===== src/cpu_settings.svh =====
`ifndef CPU_SETTINGS_SVH
`define CPU_SETTINGS_SVH

// First fetch address after reset
`define CPU_RESET_PC 32'hbfc0_0000

// Architectural register file
`define CPU_NREGS    32
`define CPU_XLEN     32

`endif


===== src/cpu_pkg.sv =====
`include "cpu_settings.svh"

package cpu_pkg;

    typedef logic [`CPU_XLEN-1:0] word_t;
    typedef logic [4:0]           reg_addr_t;

    typedef enum logic [5:0] {
        OP_SPECIAL = 6'h00,
        OP_J       = 6'h02,
        OP_BEQ     = 6'h04,
        OP_BNE     = 6'h05,
        OP_ADDIU   = 6'h09,
        OP_LW      = 6'h23,
        OP_SW      = 6'h2b
    } opcode_t;

    typedef enum logic [5:0] {
        FN_ADDU = 6'h21,
        FN_SUBU = 6'h23,
        FN_AND  = 6'h24,
        FN_OR   = 6'h25,
        FN_SLT  = 6'h2a
    } funct_t;

    typedef struct packed {
        opcode_t   op;
        reg_addr_t rs;
        reg_addr_t rt;
        reg_addr_t rd;
        logic [4:0] shamt;
        funct_t    funct;
    } instr_r_t;

    typedef struct packed {
        opcode_t     op;
        reg_addr_t   rs;
        reg_addr_t   rt;
        logic [15:0] imm16;
    } instr_i_t;

    typedef union packed {
        instr_r_t r;
        instr_i_t i;
    } instr_u;

    typedef enum logic [2:0] {
        ALU_ADD,
        ALU_SUB,
        ALU_AND,
        ALU_OR,
        ALU_SLT
    } alu_op_t;

    typedef enum logic [1:0] {
        FWD_NONE   = 2'b00,
        FWD_FROM_W = 2'b01,
        FWD_FROM_M = 2'b10
    } fwd_sel_t;

    typedef struct packed {
        logic f;
        logic d;
        logic e;
        logic m;
        logic w;
    } stage_vec_t;

    typedef struct packed {
        reg_addr_t rs;
        reg_addr_t rt;
        logic      uses_rs;
        logic      uses_rt;
        logic      is_branch_or_jr;   // Operands compared in decode
    } d_sum_t;

    typedef struct packed {
        reg_addr_t rs;
        reg_addr_t rt;
        reg_addr_t reg_waddr;
        logic      regwrite;
        logic      memtoreg;
    } e_sum_t;

    typedef struct packed {
        reg_addr_t reg_waddr;
        logic      regwrite;
        logic      memtoreg;
    } m_sum_t;

    typedef m_sum_t w_sum_t;   // Same fields one stage later

    function automatic word_t fwd_mux(fwd_sel_t sel, word_t rf, word_t m, word_t w);
        case (sel)
            FWD_FROM_M: return m;
            FWD_FROM_W: return w;
            default:    return rf;
        endcase
    endfunction

endpackage


===== src/hazard_if.sv =====
`timescale 1ns/1ps

interface hazard_if import cpu_pkg::*; ();

    d_sum_t     d_sum;
    e_sum_t     e_sum;
    m_sum_t     m_sum;
    w_sum_t     w_sum;

    fwd_sel_t   d_fwd_a;    // Branch operands in decode
    fwd_sel_t   d_fwd_b;
    fwd_sel_t   e_fwd_a;    // ALU operands in execute
    fwd_sel_t   e_fwd_b;

    stage_vec_t stall;
    stage_vec_t flush;
    logic       redirect;   // Taken branch or jump in decode

    modport decode (
        output d_sum,
        output redirect,
        input  d_fwd_a,
        input  d_fwd_b
    );

    modport execute (
        output e_sum,
        input  e_fwd_a,
        input  e_fwd_b
    );

    modport pipe (
        output m_sum,
        output w_sum,
        input  stall,
        input  flush,
        input  redirect
    );

    modport unit (
        input  d_sum, e_sum, m_sum, w_sum, redirect,
        output d_fwd_a, d_fwd_b, e_fwd_a, e_fwd_b, stall, flush
    );

endinterface


===== src/execute_stage.sv =====
`timescale 1ns/1ps

module execute_stage import cpu_pkg::*; (
    input  logic      valid,
    input  alu_op_t   alu_op,
    input  logic      use_imm,
    input  word_t     imm,
    input  word_t     opa,
    input  word_t     opb,
    input  reg_addr_t rs,
    input  reg_addr_t rt,
    input  reg_addr_t reg_waddr,
    input  logic      regwrite,
    input  logic      memtoreg,
    input  word_t     m_result,
    input  word_t     w_result,
    hazard_if.execute hz,
    output word_t     result,
    output word_t     store_data
);

    word_t a, b_reg, b;

    assign a     = fwd_mux(hz.e_fwd_a, opa, m_result, w_result);
    assign b_reg = fwd_mux(hz.e_fwd_b, opb, m_result, w_result);
    assign b     = use_imm ? imm : b_reg;    // Loads and stores add the offset here

    assign store_data = b_reg;

    always_comb
    begin
        case (alu_op)
            ALU_SUB: result = a - b;
            ALU_AND: result = a & b;
            ALU_OR:  result = a | b;
            ALU_SLT: result = word_t'($signed(a) < $signed(b));
            default: result = a + b;
        endcase
    end

    assign hz.e_sum = '{rs: rs, rt: rt, reg_waddr: reg_waddr,
                        regwrite: valid && regwrite, memtoreg: valid && memtoreg};

endmodule


===== src/flat_wrapper.sv =====
// flat-port wrapper written by rule: the top's interface ports become plain ports
module execute_stage_flat import cpu_pkg::*;
  (valid, alu_op, use_imm, imm, opa, opb, rs, rt, reg_waddr, regwrite, memtoreg, m_result, w_result, result, store_data, hz_e_sum, hz_e_fwd_a, hz_e_fwd_b);
  hazard_if hz_i ();
  input  logic valid;
  input  alu_op_t alu_op;
  input  logic use_imm;
  input  word_t imm;
  input  word_t opa;
  input  word_t opb;
  input  reg_addr_t rs;
  input  reg_addr_t rt;
  input  reg_addr_t reg_waddr;
  input  logic regwrite;
  input  logic memtoreg;
  input  word_t m_result;
  input  word_t w_result;
  output word_t result;
  output word_t store_data;
  output wire logic [$bits(hz_i.e_sum)-1:0] hz_e_sum;
  input wire logic [$bits(hz_i.e_fwd_a)-1:0] hz_e_fwd_a;
  input wire logic [$bits(hz_i.e_fwd_b)-1:0] hz_e_fwd_b;
  assign hz_e_sum = hz_i.e_sum;
  assign hz_i.e_fwd_a = hz_e_fwd_a;
  assign hz_i.e_fwd_b = hz_e_fwd_b;
  execute_stage u_core (.valid(valid), .alu_op(alu_op), .use_imm(use_imm), .imm(imm), .opa(opa), .opb(opb), .rs(rs), .rt(rt), .reg_waddr(reg_waddr), .regwrite(regwrite), .memtoreg(memtoreg), .m_result(m_result), .w_result(w_result), .hz(hz_i), .result(result), .store_data(store_data));
endmodule

===== config.mk =====
export PLATFORM = sky130hd
export DESIGN_NAME = execute_stage_flat
export DESIGN_NICKNAME = d
export VERILOG_FILES = /design/src/cpu_pkg.sv /design/src/hazard_if.sv /design/src/execute_stage.sv /design/src/flat_wrapper.sv
export VERILOG_INCLUDE_DIRS = /design/src
export SDC_FILE = /design/constraint.sdc
export NUM_CORES = 1
export LEC_CHECK = 0
export ABC_AREA = 1
export BUFFER_PORTS_ARGS = -buffer_cell sky130_fd_sc_hd__buf_2
export CAP_MARGIN = 20
export CORE_MARGIN = 4
export CORE_UTILIZATION = 54
export DETAILED_ROUTE_END_ITERATION = 8
export PLACE_DENSITY = 0.85
export SLEW_MARGIN = 40
export SYNTH_ARGS = -nofsm -noshare
export SYNTH_HDL_FRONTEND = slang
export SYNTH_SLANG_ARGS = --single-unit
export TNS_END_PERCENT = 50

===== constraint.sdc =====
create_clock -name vclk -period 6.3
set_clock_uncertainty 0.15 [all_clocks]
set_input_delay 1.26 -clock vclk [all_inputs]
set_output_delay 1.26 -clock vclk [all_outputs]
set_load 0.005 [all_outputs]

---- Word level (Yosys, flattened, before mapping) ----
Cells that the tools add are included.
cells by class
  $add $sub $neg .......................... 2
  equal/unequal tests ..................... 8
  muxes and demuxes ....................... 4
  reduce and logical (&&, ||, !) cells .... 2
  $lt $le $gt $ge ......................... 1
  bitwise operators ....................... 2
operator list
  operator                                             count
  case mux 32 bit (2 select lines)                     2
  case mux 32 bit (4 select lines)                     1
  adder 32 bit                                         1
  bitwise AND 32 bit                                   1
  < comparator 32 bit                                  1
  two-way mux 32 bit                                   1
  OR 32 bit                                            1
  subtractor 32 bit                                    1
  equality test 3 x 2 -> 1 bit, second input constant  2
  equality test 2 x 1 -> 1 bit, second input constant  2
  equality test 2 bit, second input constant           2
  equality test 3 x 1 -> 1 bit, second input constant  1
  equality test 3 bit, second input constant           1
  logical AND 1 bit                                    2
storage, ports and cells
  register bits after elaboration ......... 0

---- Longest topological paths before layout ----
  word-level depth ........................ 5
  gate-level depth with buffers ........... 23
  mapped depth without buffers ............ 21

---- Worst setup path before layout ----
No wires, ideal clock.
  path kind ............................... input to output
  from .................................... in hz_e_fwd_b[0]
  to ...................................... out result[0]
  stages on the path ...................... 23
  buffers on the path ..................... 2
  arrival ................................. 3.937 ns
  slack ................................... 0.953 ns
  data required time ...................... 4.890 ns
  cell sequence ........................... inv_1 ha_1 clkbuf_1 inv_1 clkbuf_1 nor2_1 a21oi_1 o21ai_1 inv_1 ha_1 inv_1 fa_1 nand3_2 nand2_1 nand2_1 nand2_2 nand2_2 nand2_2 nand2_2 nand2_1 nand2_1 nand3_1 a21oi_2
between the ends
  longest elaborated chain between the ends .. 5
RTL lines
  what                                                                        RTL line             text
  start: declaration                                                          flat_wrapper.sv:22   input wire logic [$bits(hz_i.e_fwd_b)-1:0] hz_e_fwd_b;
  equality test 2 x 1 -> 1 bit / equality test 2 bit (equally long branches)  cpu_pkg.sv:94        case (sel)
  case mux 32 bit (2 select lines) *                                          cpu_pkg.sv:94
  named net store_data[0]                                                     flat_wrapper.sv:19   output word_t store_data;
  two-way mux 32 bit *                                                        execute_stage.sv:26  assign b = use_imm ? imm : b_reg;
  adder 32 bit, or another cell as far along                                  execute_stage.sv:37  default: result = a + b;
  case mux 32 bit (4 select lines) *                                          execute_stage.sv:32  case (alu_op)
  end: declaration                                                            flat_wrapper.sv:18   output word_t result;
The timed path passes the listed nets; every way through them passes the cells marked *.

---- Worst setup path after layout ----
  from .................................... in hz_e_fwd_a[0]
  to ...................................... out result[20]
between the ends
  longest elaborated chain between the ends .. 4
RTL lines
  what                                                                        RTL line             text
  start: declaration                                                          flat_wrapper.sv:21   input wire logic [$bits(hz_i.e_fwd_a)-1:0] hz_e_fwd_a;
  equality test 2 x 1 -> 1 bit / equality test 2 bit (equally long branches)  cpu_pkg.sv:94
  case mux 32 bit (2 select lines) *                                          cpu_pkg.sv:94
  adder 32 bit, or another cell as far along                                  execute_stage.sv:37
  case mux 32 bit (4 select lines) *                                          execute_stage.sv:32
Mark *: on every way between the ends. The rest lies on a longest branch, timed or not.

==> summary.md <==
| Metric | Value |
|---|---|
| Hold Slack | `2.37 ns` |
| Initial Util | `55.1%` |
| Slew of the pin with the lowest slew margin | `around 0.87 ns` |
| Die Height | `130 microns` |
| Crit path kind | `input pin to output port` |
| GRT overflow | `0` |
| Final TNS setup | `0 ns` |
| Worst setup EP type | `output port` |
| Metal1 wirelength | `roughly 14,000 microns` |
| Synthesized instance count | `1,595` |
| Final Setup Violations | `0` |
| Total iterations of the first detailed-routing run | `6` |
| Power density cells | `171 mW/mm^2` |
| Slew Viols, Final | `0` |
| DP HPWL | `29,700 microns` |
| Yosys top cell area share | `21.4%` |
| Wire per inst | `17.6 microns` |
| CP arrival | `4.80 ns` |
| Worst min path class | `input pin to output port` |
| Antenna violations before repair | `2` |
| RSZ-0062 raised after global routing | `true` |
| Largest net degree at the start of global routing | `39` |
| Non-Filler Instances | `1,961` |
| Fin crit period | `between 6 and 7 ns` |
| Postcts setup bufs | `0` |
| Crit Path Max Fanout | `10` |
| Core Rows | `between 40 and 50` |
| Layout cells sized above 1 | `between 10% and 20%` |
| Die area | `0.0169 sq mm` |
| CTS Hold Bufs | `0` |
| Vias per cell | `5.65` |
| RD Place Congestion | `between 1 and 1.5` |
| Global-route wire length before repair | `52,500 microns` |
| Fin nets | `2,066` |
| Met2 wire length | `15,100 microns` |
| Area contributors post-synth | `nand2_1 21%, ha_1 16%, inv_1 14%, a21oi_1 9.2%, nor2_1 7.2%` |
| Post-route design area | `0.00923 sq mm` |
| WL met3 | `4490 microns` |
| Most frequent cell after synthesis | `nand2_1` |
| Core ar. | `about 0.015 sq mm` |
| Syn avg cell area | `between 5 and 6 sq um` |
| Post-route setup slack | `0.0948 ns` |
| Routed Antenna Nets | `0` |
| Required time worst endpoint | `4.89 ns` |
| Post-synthesis cell type count | `39` |
| Post-Syn Nets | `1,884` |
| Worst slack at placement | `0.222 ns` |
| Placed Instances | `1,958` |
| Total power draw | `roughly 1.6 mW` |
| Most frequent cells after synthesis | `457 x nand2_1, 304 x inv_1, 154 x nor2_1, 147 x a21oi_1, 105 x nand3_1` |
| Fin crit share | `approximately 98%` |
| Reg area | `0 sq um` |
| Vias in the first global route | `between 10,000 and 15,000` |
| DP Area | `0.00921 sq mm` |
| Via Count | `11,100` |
| Gr usage total | `approximately two fifths` |
| Hold Fails Final Rpt | `0` |
| Status | `finished clean` |
| Die width | `130 microns` |
| Final WL | `between 30,000 and 40,000 microns` |
| Register area share after synthesis | `0%` |
| Boundary Pins | `between 200 and 300` |
| Max-cap violations | `0` |
| Rel. slew slack | `between 40% and 50%` |
| Peak VDD IR | `0.0792 mV` |
| Highest routed metal layer | `met4` |
| CP Launch Type | `input pin` |
| Post-layout util | `63.5%` |
| Layout area overhead | `15.2%` |
| Max Clk Rate | `around 0.16 GHz` |
| Port bufs | `237` |
| Clock buf count | `0` |
| Leading area contributor after synthesis | `nand2_1` |
| Yosys warning count | `0` |
| Syn Std Cell Area | `about 0.0080 sq mm` |
| Seq cells | `0` |
| Initial drt markers | `1,187` |
| Leak | `between 5 and 6 nW` |
| Drt drc | `0` |
==> routing by layer <==
| layer | GRT usage [%] | vias up |
|---|---|---|
| li1 | - | 5364 |
| met1 | 53.4 | 4880 |
| met2 | 63.0 | 746 |
| met3 | 7.04 | 97 |
| met4 | 11.5 | 0 |
| met5 | 0 | - |
==> worst paths after layout <==
path | startpoint | slack, ns | depth (start not counted) | end
min | rs[1] | 2.37 | 0 | hz_e_sum[13]
max | hz_e_fwd_a[0] | 0.09 | 19 | result[20]
==> area by class of cell <==
| type | instances | area [sq um] |
|---|---|---|
| multi-input combinational | 1198 | 6420 |
| timing repair inverter | 1 | 5.00 |
| fill | 1528 | 5310 |
| inverter | 315 | 1190 |
| timing repair buffer | 261 | 1380 |
| antenna | 2 | 5.00 |
| tap | 184 | 230 |
==> kinds of logic (layout without fill, tap and decap cells) <==
group	Yosys count	in the layout	synth area share [%]
xor gates and xnor gates	6	6	0.656
AOI/OAI and AO/OA	319	319	23.3
and+or+nand+nor	770	770	39.9
buffers and inverters	397	577	20.0
other	0	2	0
adders and majority gates	103	103	16.3
==> cells in the final DEF, fill, tap and decap left out, types with 10 or more instances in the layout <==
master	n
nand2_2	11
o21bai_1	12
a221o_1	35
nand2_1	457
o21ai_1	24
buf_4	23
inv_2	10
buf_2	237
inv_1	303
a21oi_1	147
o21ai_0	80
nor3_1	11
nand3_1	105
ha_1	98
nor2_1	153
==> critical path, stage by stage <==
cell and delay, ns:
buf_2 0.09, inv_1 0.04, ha_1 0.38, clkinvlp_2 0.43, o21ai_0 0.49, inv_1 0.12, ha_1 0.55, nand2_1 0.12
inv_2 0.09, nand2_2 0.09, nor2_1 0.26, nand3_1 0.23, nand3_1 0.14, nand2_1 0.05, nand3_1 0.07, nand2_1 0.09
o21ai_1 0.10, inv_1 0.05, buf_2 0.12
==> what timing repair did <==
item                                    in CTS  in global routing
endpoints found under the setup margin       0                  5
hold endpoints to repair                     0                  0
gates resized for setup                      0                  8
==> power by group <==
group          switching [mW]  leakage [nW]     total, mW  internal [mW]
Combinational            1.05          5.73          1.57          0.526
Clock                       0     0.0000127  0.0000000425   0.0000000424
Sequential                  0             0             0              0
No activity file was read; power rests on OpenSTA's default activity.
