File: src/cpu_settings.svh
`ifndef CPU_SETTINGS_SVH
`define CPU_SETTINGS_SVH

// First fetch address after reset
`define CPU_RESET_PC 32'hbfc0_0000

// Architectural register file
`define CPU_NREGS    32
`define CPU_XLEN     32

`endif

File: src/cpu_pkg.sv
`include "cpu_settings.svh"

package cpu_pkg;

    typedef logic [`CPU_XLEN-1:0] word_t;
    typedef logic [4:0]           reg_addr_t;

    typedef enum logic [5:0] {
        OP_SPECIAL = 6'h00,
        OP_J       = 6'h02,
        OP_BEQ     = 6'h04,
        OP_BNE     = 6'h05,
        OP_ADDIU   = 6'h09,
        OP_LW      = 6'h23,
        OP_SW      = 6'h2b
    } opcode_t;

    typedef enum logic [5:0] {
        FN_ADDU = 6'h21,
        FN_SUBU = 6'h23,
        FN_AND  = 6'h24,
        FN_OR   = 6'h25,
        FN_SLT  = 6'h2a
    } funct_t;

    typedef struct packed {
        opcode_t   op;
        reg_addr_t rs;
        reg_addr_t rt;
        reg_addr_t rd;
        logic [4:0] shamt;
        funct_t    funct;
    } instr_r_t;

    typedef struct packed {
        opcode_t     op;
        reg_addr_t   rs;
        reg_addr_t   rt;
        logic [15:0] imm16;
    } instr_i_t;

    typedef union packed {
        instr_r_t r;
        instr_i_t i;
    } instr_u;

    typedef enum logic [2:0] {
        ALU_ADD,
        ALU_SUB,
        ALU_AND,
        ALU_OR,
        ALU_SLT
    } alu_op_t;

    typedef enum logic [1:0] {
        FWD_NONE   = 2'b00,
        FWD_FROM_W = 2'b01,
        FWD_FROM_M = 2'b10
    } fwd_sel_t;

    typedef struct packed {
        logic f;
        logic d;
        logic e;
        logic m;
        logic w;
    } stage_vec_t;

    typedef struct packed {
        reg_addr_t rs;
        reg_addr_t rt;
        logic      uses_rs;
        logic      uses_rt;
        logic      is_branch_or_jr;   // Operands compared in decode
    } d_sum_t;

    typedef struct packed {
        reg_addr_t rs;
        reg_addr_t rt;
        reg_addr_t reg_waddr;
        logic      regwrite;
        logic      memtoreg;
    } e_sum_t;

    typedef struct packed {
        reg_addr_t reg_waddr;
        logic      regwrite;
        logic      memtoreg;
    } m_sum_t;

    typedef m_sum_t w_sum_t;   // Same fields one stage later

    function automatic word_t fwd_mux(fwd_sel_t sel, word_t rf, word_t m, word_t w);
        case (sel)
            FWD_FROM_M: return m;
            FWD_FROM_W: return w;
            default:    return rf;
        endcase
    endfunction

endpackage

File: src/hazard_if.sv
`timescale 1ns/1ps

interface hazard_if import cpu_pkg::*; ();

    d_sum_t     d_sum;
    e_sum_t     e_sum;
    m_sum_t     m_sum;
    w_sum_t     w_sum;

    fwd_sel_t   d_fwd_a;    // Branch operands in decode
    fwd_sel_t   d_fwd_b;
    fwd_sel_t   e_fwd_a;    // ALU operands in execute
    fwd_sel_t   e_fwd_b;

    stage_vec_t stall;
    stage_vec_t flush;
    logic       redirect;   // Taken branch or jump in decode

    modport decode (
        output d_sum,
        output redirect,
        input  d_fwd_a,
        input  d_fwd_b
    );

    modport execute (
        output e_sum,
        input  e_fwd_a,
        input  e_fwd_b
    );

    modport pipe (
        output m_sum,
        output w_sum,
        input  stall,
        input  flush,
        input  redirect
    );

    modport unit (
        input  d_sum, e_sum, m_sum, w_sum, redirect,
        output d_fwd_a, d_fwd_b, e_fwd_a, e_fwd_b, stall, flush
    );

endinterface

File: src/hazard.sv
`timescale 1ns/1ps

module hazard import cpu_pkg::*; (
    hazard_if.unit hz,
    input  logic   imem_busy,
    input  logic   dmem_busy
);

    logic       lw_stall, br_stall, redirect_go;
    logic [9:0] stall_flush;

    // Closest producer wins, r0 never forwards
    function automatic fwd_sel_t pick(reg_addr_t src, m_sum_t m, w_sum_t w);
        if (src == 5'd0)
            return FWD_NONE;
        if (m.regwrite && m.reg_waddr == src)
            return FWD_FROM_M;
        if (w.regwrite && w.reg_waddr == src)
            return FWD_FROM_W;
        return FWD_NONE;
    endfunction

    function automatic logic reads(d_sum_t d, reg_addr_t a);
        return a != 5'd0 && ((d.uses_rs && d.rs == a) || (d.uses_rt && d.rt == a));
    endfunction

    assign hz.d_fwd_a = pick(hz.d_sum.rs, hz.m_sum, hz.w_sum);
    assign hz.d_fwd_b = pick(hz.d_sum.rt, hz.m_sum, hz.w_sum);
    assign hz.e_fwd_a = pick(hz.e_sum.rs, hz.m_sum, hz.w_sum);
    assign hz.e_fwd_b = pick(hz.e_sum.rt, hz.m_sum, hz.w_sum);

    assign lw_stall = hz.e_sum.memtoreg && reads(hz.d_sum, hz.e_sum.reg_waddr);

    // Branch compares in decode, so an ALU result in E or a load in M is too late
    assign br_stall = hz.d_sum.is_branch_or_jr &&
                      ((hz.e_sum.regwrite && reads(hz.d_sum, hz.e_sum.reg_waddr)) ||
                       (hz.m_sum.memtoreg && reads(hz.d_sum, hz.m_sum.reg_waddr)));

    assign redirect_go = hz.redirect && !lw_stall && !br_stall;

    assign {hz.stall, hz.flush} = stall_flush;

    always_comb
    begin
        if (dmem_busy)
            stall_flush = 10'b11111_00000;
        else if (imem_busy && hz.redirect)
            stall_flush = 10'b11111_00000;   // Keep the redirect until fetch is free
        else if (imem_busy)
            stall_flush = 10'b11000_00100;
        else if (redirect_go)
            stall_flush = 10'b00000_01000;   // Drop the wrong-path fetch
        else if (lw_stall || br_stall)
            stall_flush = 10'b11000_00100;
        else
            stall_flush = 10'b0;
    end

endmodule

File: src/flat_wrapper.sv
// flat-port wrapper written by rule: the top's interface ports become plain ports
module hazard_flat import cpu_pkg::*;
  (imem_busy, dmem_busy, hz_d_sum, hz_e_sum, hz_m_sum, hz_w_sum, hz_redirect, hz_d_fwd_a, hz_d_fwd_b, hz_e_fwd_a, hz_e_fwd_b, hz_stall, hz_flush);
  hazard_if hz_i ();
  input  logic imem_busy;
  input  logic dmem_busy;
  input wire logic [$bits(hz_i.d_sum)-1:0] hz_d_sum;
  input wire logic [$bits(hz_i.e_sum)-1:0] hz_e_sum;
  input wire logic [$bits(hz_i.m_sum)-1:0] hz_m_sum;
  input wire logic [$bits(hz_i.w_sum)-1:0] hz_w_sum;
  input wire logic [$bits(hz_i.redirect)-1:0] hz_redirect;
  output wire logic [$bits(hz_i.d_fwd_a)-1:0] hz_d_fwd_a;
  output wire logic [$bits(hz_i.d_fwd_b)-1:0] hz_d_fwd_b;
  output wire logic [$bits(hz_i.e_fwd_a)-1:0] hz_e_fwd_a;
  output wire logic [$bits(hz_i.e_fwd_b)-1:0] hz_e_fwd_b;
  output wire logic [$bits(hz_i.stall)-1:0] hz_stall;
  output wire logic [$bits(hz_i.flush)-1:0] hz_flush;
  assign hz_i.d_sum = hz_d_sum;
  assign hz_i.e_sum = hz_e_sum;
  assign hz_i.m_sum = hz_m_sum;
  assign hz_i.w_sum = hz_w_sum;
  assign hz_i.redirect = hz_redirect;
  assign hz_d_fwd_a = hz_i.d_fwd_a;
  assign hz_d_fwd_b = hz_i.d_fwd_b;
  assign hz_e_fwd_a = hz_i.e_fwd_a;
  assign hz_e_fwd_b = hz_i.e_fwd_b;
  assign hz_stall = hz_i.stall;
  assign hz_flush = hz_i.flush;
  hazard u_core (.hz(hz_i), .imem_busy(imem_busy), .dmem_busy(dmem_busy));
endmodule
File: config.mk
export PLATFORM = sky130hd
export DESIGN_NAME = hazard_flat
export DESIGN_NICKNAME = d
export VERILOG_FILES = /design/src/cpu_pkg.sv /design/src/hazard_if.sv /design/src/hazard.sv /design/src/flat_wrapper.sv
export VERILOG_INCLUDE_DIRS = /design/src
export SDC_FILE = /design/constraint.sdc
export NUM_CORES = 1
export LEC_CHECK = 0
export BUFFER_PORTS_ARGS = -buffer_cell sky130_fd_sc_hd__buf_4
export CAP_MARGIN = 40
export CORE_MARGIN = 5
export CORE_UTILIZATION = 46
export DETAILED_ROUTE_END_ITERATION = 10
export PLACE_DENSITY = 0.91
export RECOVER_POWER = 100
export SYNTH_ARGS = -nofsm -noshare
export SYNTH_HDL_FRONTEND = slang
export SYNTH_SLANG_ARGS = --single-unit
File: constraint.sdc
create_clock -name vclk -period 1.8
set_clock_uncertainty 0.05 [all_clocks]
set_input_delay 0.09 -clock vclk [all_inputs]
set_output_delay 0.09 -clock vclk [all_outputs]
set_load 0.02 [all_outputs]
* Yosys cells after proc, flatten, opt, wreduce, memory -nomap -nowiden *
Index checks and enable logic that the tools add are counted.

operators by class
  equal/unequal tests = 12
  mux-type cells = 53
  reductions and logical operators = 33

operators by type and width
  cell                 number
  $eq A5 B5 Y1         12
  $mux W10             5
  $mux W2              24
  $mux W1              24
  $logic_and A1 B1 Y1  21
  $logic_not A5 Y1     4
  $reduce_bool A5 Y1   2
  $logic_or A1 B1 Y1   4
  $logic_not A1 Y1     2

storage, ports and cells
  register bits = 0
  input port bits = 47
  output and inout bits = 18
  word-level logic and storage cells = 98

* Depth between registers and ports, before layout *
Gate-level depths: netlist of run 1.

  word-level depth = 13
  depth in mapped cells = 7
  depth with buffers taken out = 5

* Worst setup path before layout of run 1 *
OpenSTA, ideal clock, no wires.

  path kind = in2out
  from = input hz_m_sum[3]
  to = output hz_stall[4]
  arrival = 1387 ps
  required time = 1660 ps
  path slack = 273 ps
  cell stages on the path = 5
  path buffers = 2
  path through = buf_6 or4_4 o2111ai_2 nand3b_1 buf_4

on the way
  word-level cells in the longest chain between the ends = 13
  elaborated cells on any way between the ends = 18
  those cells by class = eq/ne (2); mux (5); reduce/logical (11)

ends and longest elaborated chain
  what                                                           RTL line                    RTL
  start: declaration                                             flat_wrapper.sv:9           input wire logic [$bits(hz_i.m_sum)-1:0] hz_m_sum;
  $eq A5 B5 Y1                                                   hazard.sv:24                return a != 5'd0 && ((d.uses_rs && d.rs == a) || (d.uses_rt && d.rt == a));
  $logic_and A1 B1 Y1                                            hazard.sv:24
  $logic_or A1 B1 Y1                                             hazard.sv:24
  $logic_and A1 B1 Y1 *                                          hazard.sv:24
  $logic_and A1 B1 Y1 *                                          hazard.sv:37                (hz.m_sum.memtoreg && reads(hz.d_sum, hz.m_sum.reg_waddr)));
  $logic_or A1 B1 Y1 *                                           hazard.sv:36                ((hz.e_sum.regwrite && reads(hz.d_sum, hz.e_sum.reg_waddr)) ||
  $logic_and A1 B1 Y1 *                                          hazard.sv:35                assign br_stall = hz.d_sum.is_branch_or_jr &&
  $logic_or A1 B1 Y1 / $logic_not A1 Y1 (equally long branches)  hazard.sv:53, hazard.sv:39
  $mux W10 / $logic_and A1 B1 Y1 (equally long branches)         hazard.sv:53, hazard.sv:39
  $mux W10 *                                                     hazard.sv:51                else if (redirect_go)
  $mux W10 *                                                     hazard.sv:49                else if (imem_busy)
  $mux W10 *                                                     hazard.sv:47                else if (imem_busy && hz.redirect)
  $mux W10 *                                                     hazard.sv:45                if (dmem_busy)
  end: declaration                                               flat_wrapper.sv:16          output wire logic [$bits(hz_i.stall)-1:0] hz_stall;

Every way passes the cells marked *; elsewhere a longest branch is shown, timed or not.

* Worst setup path in the final report of run 1 *
  from = input hz_m_sum[3]
  to = output hz_flush[3]

on the way
  word-level cells in the longest chain between the ends = 13
  elaborated cells on any way between the ends = 16
  those cells by class = eq/ne (2); mux (4); reduce/logical (10)

ends and longest elaborated chain
  what                   RTL line            RTL
  $eq A5 B5 Y1           hazard.sv:24
  $logic_and A1 B1 Y1    hazard.sv:24
  $logic_or A1 B1 Y1     hazard.sv:24
  $logic_and A1 B1 Y1 *  hazard.sv:24
  $logic_and A1 B1 Y1 *  hazard.sv:37
  $logic_or A1 B1 Y1 *   hazard.sv:36
  $logic_and A1 B1 Y1 *  hazard.sv:35
  $logic_not A1 Y1 *     hazard.sv:39        assign redirect_go = hz.redirect && !lw_stall && !br_stall;
  $logic_and A1 B1 Y1 *  hazard.sv:39
  $mux W10 *             hazard.sv:51
  $mux W10 *             hazard.sv:49
  $mux W10 *             hazard.sv:47
  $mux W10 *             hazard.sv:45
  end: declaration       flat_wrapper.sv:17  output wire logic [$bits(hz_i.flush)-1:0] hz_flush;

Marked as above.

==> metrics.cfg, run 1 <==
[outcome]
status = completed

[global_route]
track_usage_pct = 20.16
grt_antenna_before_repair = 0
grt_max_degree = 7
grt_pass1_vias = 992
grt_first_pass_wirelength_um = 4436
globalRouteOverflowTotal = 0

[route]
wire_per_inst_um = 14.70
vias_per_cell = 5.077
drc = 0
postRouteAntennaNets = 0
dr.pass1.iters = 4
drt_iter0_drc = 22
route.vias.total = 985
routed_wl_um = 2851

[synth]
netlist.top_cell.by_area = xnor2_1
yosysWarningCount = 0
synth_most_common_cell = xnor2_1
syn_area_per_cell_um2 = 7.097
synth_top_area_share_pct = 39.41
synthCells = 119
ys_types = 22
ys_seq_area_share_pct = 0
netlist_top_cells_count = xnor2_1 (38), xor2_1 (12), nor2_1 (11)
synthTopCellsByArea = xnor2_1 (39%), xor2_1 (12%), buf_4 (5.3%), or4_1 (5.3%), nor2_1 (4.9%)
syn_area_um2 = 844.6

[floorplan]
fp.dieW_um = 52.85
initial_core_util_pct = 48.39
io_pins = 65
num_rows = 15
die_area_um2 = 2793
fp.dieH_um = 52.85
core_um2 = 1745

[sta]
finalCritPeriodShare_pct = 85.57
tns_ns = 0
fmax_mhz = 649.3
finalMaxSlewViolations = 0
hold_viol = 0
fin_crit_ns = 1.540
finalSetupViolations = 0
grt_setup_unrepaired = no

[cells_and_area]
clkbuf_count = 0
seqCellArea_um2 = 0
n_antenna_cell = 0
seq_cells = 0
fillers = 157
fin_nets = 218
utilization_pct = 68.53
drive_gt1_share_pct = 28.99
syn_to_final_growth_pct = 41.63
multiInputGateArea_um2 = 755.7

[critical_path]
cp-end-kind = primary output
start_kind = input port
required_ns = 1.66
critPathKind = in -> out
critPathArrivalTime_ns = 1.40
crit_fanout = 5

[power_and_ir_drop]
power_density_nw_per_um2 = 256.3
p_leak_nw = 0.4693
ir_drop_mv = 0.1543

[clocking]
ctsResizeCount = 0
postCtsHoldBufs = 0
postCtsSetupBuffers = 0

[worst_hold_path]
min-delay-path-class = in -> out

[placement]
gp_congestion = 0.8062
port_buffers = 61
hpwl_um = 2520

[flow_run]
cap_violations = 0

critical path, cell delays in order:
cell,delay (ns)
buf_4,0.14
or4_4,0.52
o2111ai_1,0.26
and4b_1,0.24
buf_4,0.14
layout by cell type, fill, tap and decap left out, drive strengths merged, types with 2 or more instances in the layout:
cell type  netlist  final
nor2            11     11
o22ai            2      2
xnor2           38     38
nand2            8      8
nand4            6      6
nor4b            2      2
or4              7      7
nand3            6      6
a21oi            6      6
buf             11     48
clkbuf           2     13
nor4             2      2
conb             1      3
xor2            12     12
cell families after synthesis:
logic type      Yosys count  share of synthesized area (%)
other cells               1                         0.4440
simple gates             45                          29.33
buf+inv                  13                          10.67
xor+xnor                 50                          51.85
compound gates           10                          7.703
metal layers:
metal | part of all wire, % | wire length (um) | track usage (%) | vias up
met5 | 0 | 0 | 0 | -
met4 | 0 | 0 | 2.128 | 0
met2 | 55 | 1579 | 39.05 | 28
met3 | 4.4 | 126 | 0.5634 | 0
li1 | - | - | - | 501
met1 | 40 | 1145 | 25.00 | 456
stage by stage:
step	hold slack, ns	std cells	cell area [um2]	setup WS, ns	power [W]
6_report	0.4732	194	1196	0.2598	0.0003066
5_1_grt	0.4962	194	1196	0.1358	0.0003315
4_1_cts	0.4555	194	1251	0.3132	0.0003146
3_5_place_dp	0.4550	194	1251	0.3132	0.0003139
3_3_place_gp	0.4525	194	1251	0.3365	0.0003031
2_1_floorplan	0.2561	121	852.1	0.2734	0.0001763
final timing paths:
path	startpoint	end	slack, ns	cells past startpoint
max	hz_m_sum[3]	hz_flush[3]	0.26	5
min	hz_m_sum[1]	hz_d_fwd_b[0]	0.47	3
where the power goes:
group | total, W | internal, W | switching [W]
sequential | 0 | 0 | 0
combinational | 0.000307 | 0.000156 | 0.000151
clock | 0 | 0 | 0
total | 0.000307 | 0.000156 | 0.000151
final cells by class:
class,instances,share of cell area (%)
Timing Repair Buffer,61,34.20
Tap cell,25,2.615
Multi-Input combinational cell,108,63.18
Note: power is estimated with default switching activity, not from simulation.
==> run 2, diff against run 1 <==
--- a/config.mk
+++ b/config.mk
@@ -13,6 +13,7 @@
 export DETAILED_ROUTE_END_ITERATION = 10
 export PLACE_DENSITY = 0.91
 export RECOVER_POWER = 100
+export REMOVE_ABC_BUFFERS = 1
 export SYNTH_ARGS = -nofsm -noshare
 export SYNTH_HDL_FRONTEND = slang
 export SYNTH_SLANG_ARGS = --single-unit
==> run 2 against run 1 <==
  * Non-clock buffer count stayed put
  * Via count is 4.4% higher
  * Combinational power hardly changed
  * Core utilization stayed put
  * Hold slack hardly changed
  * First-iteration DRC count is 18% lower
  * Count of clock-buffer cells in the layout stayed put
  * Sequential share of layout area stayed put
  * Critical path type unchanged
  * Critical endpoint unchanged
==> metrics.cfg, run 2 (synthesis gave the netlist of run 1 again) <==
[outcome]
status = completed

[floorplan]
num_rows = 15
die_area_um2 = 2793
fp.dieH_um = 52.85
initial_core_util_pct = 48.39
fp.dieW_um = 52.85
io_pins = 65
core_um2 = 1745

[sta]
tns_ns = 0
fmax_mhz = 648.3
whs_ns = 0.4728
finalCritPeriodShare_pct = 85.69
fin_ws_ns = 0.2575
hold_viol = 0
grt_setup_unrepaired = no
finalMaxSlewViolations = 0
fin_crit_ns = 1.542
finalSetupViolations = 0

[global_route]
grt_first_pass_wirelength_um = 4588
grt_antenna_before_repair = 0
grt_max_degree = 7
track_usage_pct = 21.33
globalRouteOverflowTotal = 0
grt_pass1_vias = 1033

[cells_and_area]
clkbuf_count = 0
syn_to_final_growth_pct = 41.63
n_antenna_cell = 0
layout_commonest_cell = buf_4
fillers = 149
final_cells = 194
seq_cells = 0
final_cell_mix = buf_4 (48), xnor2_1 (38), clkbuf_1 (13)
drive_gt1_share_pct = 28.99
fin_nets = 218
seqCellArea_um2 = 0

[power_and_ir_drop]
p_leak_nw = 0.4693
power_density_nw_per_um2 = 258.0
ir_drop_mv = 0.1812

[critical_path]
critPathArrivalTime_ns = 1.40
crit_chain = buf_4 > or4_4 > o2111ai_1 > and4b_1 > buf_4
cp-end-kind = primary output
critPathMaxStageDelay_ns = 0.52
critPathKind = in -> out
cp.depth = 5
crit_family = simple AND/OR/NAND/NOR gates
crit_fanout = 5
required_ns = 1.66
cp.buffers_inverters = 2
slowest_stage = or4_4
start_kind = input port
critPathMostFrequentCell = buf_4

[route]
postRouteAntennaNets = 0
drc = 0
vias_per_cell = 5.299
drt_iter0_drc = 18
route.vias.total = 1028
routed_wl_um = 2925
dr.pass1.iters = 4
wire_per_inst_um = 15.08

[placement]
dp_slack_ns = 0.3245
dp.cells = 194
gp_congestion = 0.7905
hpwl_um = 2568
port_buffers = 61

[clocking]
postCtsHoldBufs = 0
postCtsSetupBuffers = 0
ctsResizeCount = 0

[flow_run]
cap_violations = 0

[worst_hold_path]
min-delay-path-class = in -> out
holdPathStages = 3

-- run 2: routing by layer --
metal | part of all wire [%] | track usage, % | vias to the layer above
met4 | 1.9 | 7.660 | 0
met5 | 0 | 0 | -
met3 | 6.9 | 1.690 | 7
li1 | - | - | 502
met1 | 38 | 25.50 | 467
met2 | 53 | 39.05 | 52
-- run 2: worst paths after layout --
| check | from | endpoint | slack [ns] |
|---|---|---|---|
| setup / recovery | hz_m_sum[3] | hz_flush[3] | 0.26 |
| hold / removal | hz_m_sum[1] | hz_d_fwd_a[0] | 0.47 |
-- run 2: where the power goes --
| part | switching (W) | internal, W | leakage (nW) |
|---|---|---|---|
| Sequential | 0 | 0 | 0 |
| Clock | 0 | 0 | 0 |
| Combinational | 0.000153 | 0.000156 | 0.469 |
-- run 2: final cells by class --
type | count | area (um2) | area share [%]
repair buffers | 61 | 409.1 | 34.20
well taps | 25 | 31.28 | 2.615
multi-input cells | 108 | 755.7 | 63.18
-- run 2: metrics by stage --
stage	util, %	cell area, um2	total power (W)
after floorplan	-	762.0	0.0001462
after global placement	71.68	1251	0.0003042
after detailed placement	71.68	1251	0.0003157
after CTS	71.68	1251	0.0003165
after global routing	68.53	1196	0.0003339
final	68.53	1196	0.0003086
-- run 2: worst min-delay path, cell delays in order --
cell and delay [ns]:
buf_4 0.12, a21oi_1 0.06, clkbuf_1 0.16
==> run 3, diff against run 2 <==
--- a/config.mk
+++ b/config.mk
@@ -6,10 +6,11 @@
 export SDC_FILE = /design/constraint.sdc
 export NUM_CORES = 1
 export LEC_CHECK = 0
+export ABC_AREA = 1
 export BUFFER_PORTS_ARGS = -buffer_cell sky130_fd_sc_hd__buf_4
-export CAP_MARGIN = 40
+export CAP_MARGIN = 5
 export CORE_MARGIN = 5
-export CORE_UTILIZATION = 46
+export CORE_UTILIZATION = 49
 export DETAILED_ROUTE_END_ITERATION = 10
 export PLACE_DENSITY = 0.91
 export RECOVER_POWER = 100
==> run 3 against run 2 <==
  * Maximum frequency up 14%
  * Hold slack better by 0.017 ns
  * Global-route usage up 1.3 points
  * Synthesized cell count up 71%
  * Critical endpoint is now hz_stall[3]
==> metrics.cfg, run 3 <==
[cells_and_area]
n_antenna_cell = 0
clkbuf_count = 0
drive_gt1_share_pct = 24.42
fin_nets = 307
seqCellArea_um2 = 0
final_cell_mix = nand2_1 (75), buf_4 (48), inv_1 (23)
syn_to_final_growth_pct = 38.38
seq_cells = 0
stdcell_area_um2 = 1371
layout_commonest_cell = nand2_1

[placement]
dpl_cell_area_um2 = 1430
gp_congestion = 0.9468
dp_slack_ns = 0.5582
hpwl_um = 3001
port_buffers = 61

[critical_path]
critPathKind = in -> out
slowest_stage = a21oi_1
critPathArrivalTime_ns = 1.21
crit_chain = buf_4 > inv_1 > nand2_1 > nand2_1 > nor2_1 > nand3_1 > nand2_1 > a21oi_1 > nand3_1 > clkbuf_1
required_ns = 1.66
cp.buffers_inverters = 3
cp-end-kind = primary output
start_kind = input port
crit_family = buffers and inverters
critPathMaxStageDelay_ns = 0.26
critPathMostFrequentCell = nand2_1
crit_fanout = 4

[power_and_ir_drop]
ir_drop_mv = 0.1721
p_leak_nw = 0.8033
p_total_w = 0.0003230
power_density_nw_per_um2 = 235.6

[synth]
synth_top_area_share_pct = 28.41
ys_seq_area_share_pct = 0
synthTopCellsByArea = nand2_1 (28%), xor2_1 (9.7%), inv_1 (8.7%), nor2_1 (6.8%), buf_4 (6.1%)
syn_area_per_cell_um2 = 4.882
ys_types = 25
yosysWarningCount = 0
netlist.top_cell.by_area = nand2_1
netlist_top_cells_count = nand2_1 (75), inv_1 (23), nor2_1 (18)
syn_area_um2 = 991.0
synth_most_common_cell = nand2_1
synthCells = 203

[route]
dr.pass1.iters = 4
route.vias.total = 1446
drt_iter0_drc = 62
vias_per_cell = 5.074
routed_wl_um = 3468
wire_per_inst_um = 12.17
postRouteAntennaNets = 0
drc = 0

[outcome]
status = completed

[clocking]
ctsResizeCount = 0
postCtsSetupBuffers = 0
postCtsHoldBufs = 0

[global_route]
grt_antenna_before_repair = 0
grt_max_degree = 7
top_usage_layer = met2
use_met3_pct = 0.8043
track_usage_pct = 22.61
grt_first_pass_wirelength_um = 5188
use_met1_pct = 33.17
met2_usage_pct = 38.78
globalRouteOverflowTotal = 0
grt_pass1_vias = 1181

[sta]
fin_ws_ns = 0.4506
finalMaxSlewViolations = 0
hold_viol = 0
grt_setup_unrepaired = no
fmax_mhz = 741.1
finalCritPeriodShare_pct = 74.96
tns_ns = 0
fin_crit_ns = 1.349
finalSetupViolations = 0

[floorplan]
io_pins = 65
initial_core_util_pct = 51.03
core_um2 = 1942
fp.dieW_um = 54.97
fp.dieH_um = 54.97
num_rows = 16
die_area_um2 = 3022

[worst_hold_path]
min-delay-path-class = in -> out

[flow_run]
cap_violations = 0

-- run 3: cell count changes in the layout (fill, tap and decap cells not counted), moves of 3 or more --
cell and change:
inv_1 +23, inv_2 +10, nand2_1 +67, nor2_1 +7
nor3_1 +5, nor4_1 +3, o21ai_0 +4, o22ai_1 +4
or4_1 -6, xnor2_1 -35
-- run 3: power by group --
part / internal, W / switching [W] / leakage (nW)
clock network: 0 / 0 / 0
registers: 0 / 0 / 0
logic: 0.000139 / 0.000184 / 0.803
total: 0.000139 / 0.000184 / 0.803
-- run 3: layout make-up --
type               instances  area (um2)
fillers                  207       570.5
inverters                 33       123.9
multi-input cells        164       804.5
repair buffers            61       409.1
well taps                 27       33.78
-- run 3: path summary, 6_finish.rpt --
| path | end | slack (ns) | start | cells past startpoint |
|---|---|---|---|---|
| min | hz_flush[3] | 0.49 | hz_redirect | 4 |
| max | hz_stall[3] | 0.45 | hz_d_sum[7] | 10 |
-- run 3: kinds of logic after synthesis --
logic type / synth area share [%]
AND/OR/NAND/NOR: 54.29
buffers and inverters: 18.56
AO/OA/AOI/OAI: 14.39
XOR/XNOR: 12.37
other: 0.3784
-- run 3: through the flow --
| step | hold slack, ns | util (%) | instances |
|---|---|---|---|
| after floorplan | 0.2506 | - | 197 |
| after global placement | 0.4882 | 73.65 | 285 |
| after detailed placement | 0.4906 | 73.65 | 285 |
| after CTS | 0.4906 | 73.65 | 285 |
| after global routing | 0.5120 | 70.62 | 285 |
| final | 0.4897 | 70.62 | 285 |
-- run 3: metal layers --
layer | routed length [um] | part of all wire (%)
met3 | 308 | 8.9
met2 | 1673 | 48
met4 | 0 | 0
met5 | 0 | 0
met1 | 1486 | 43
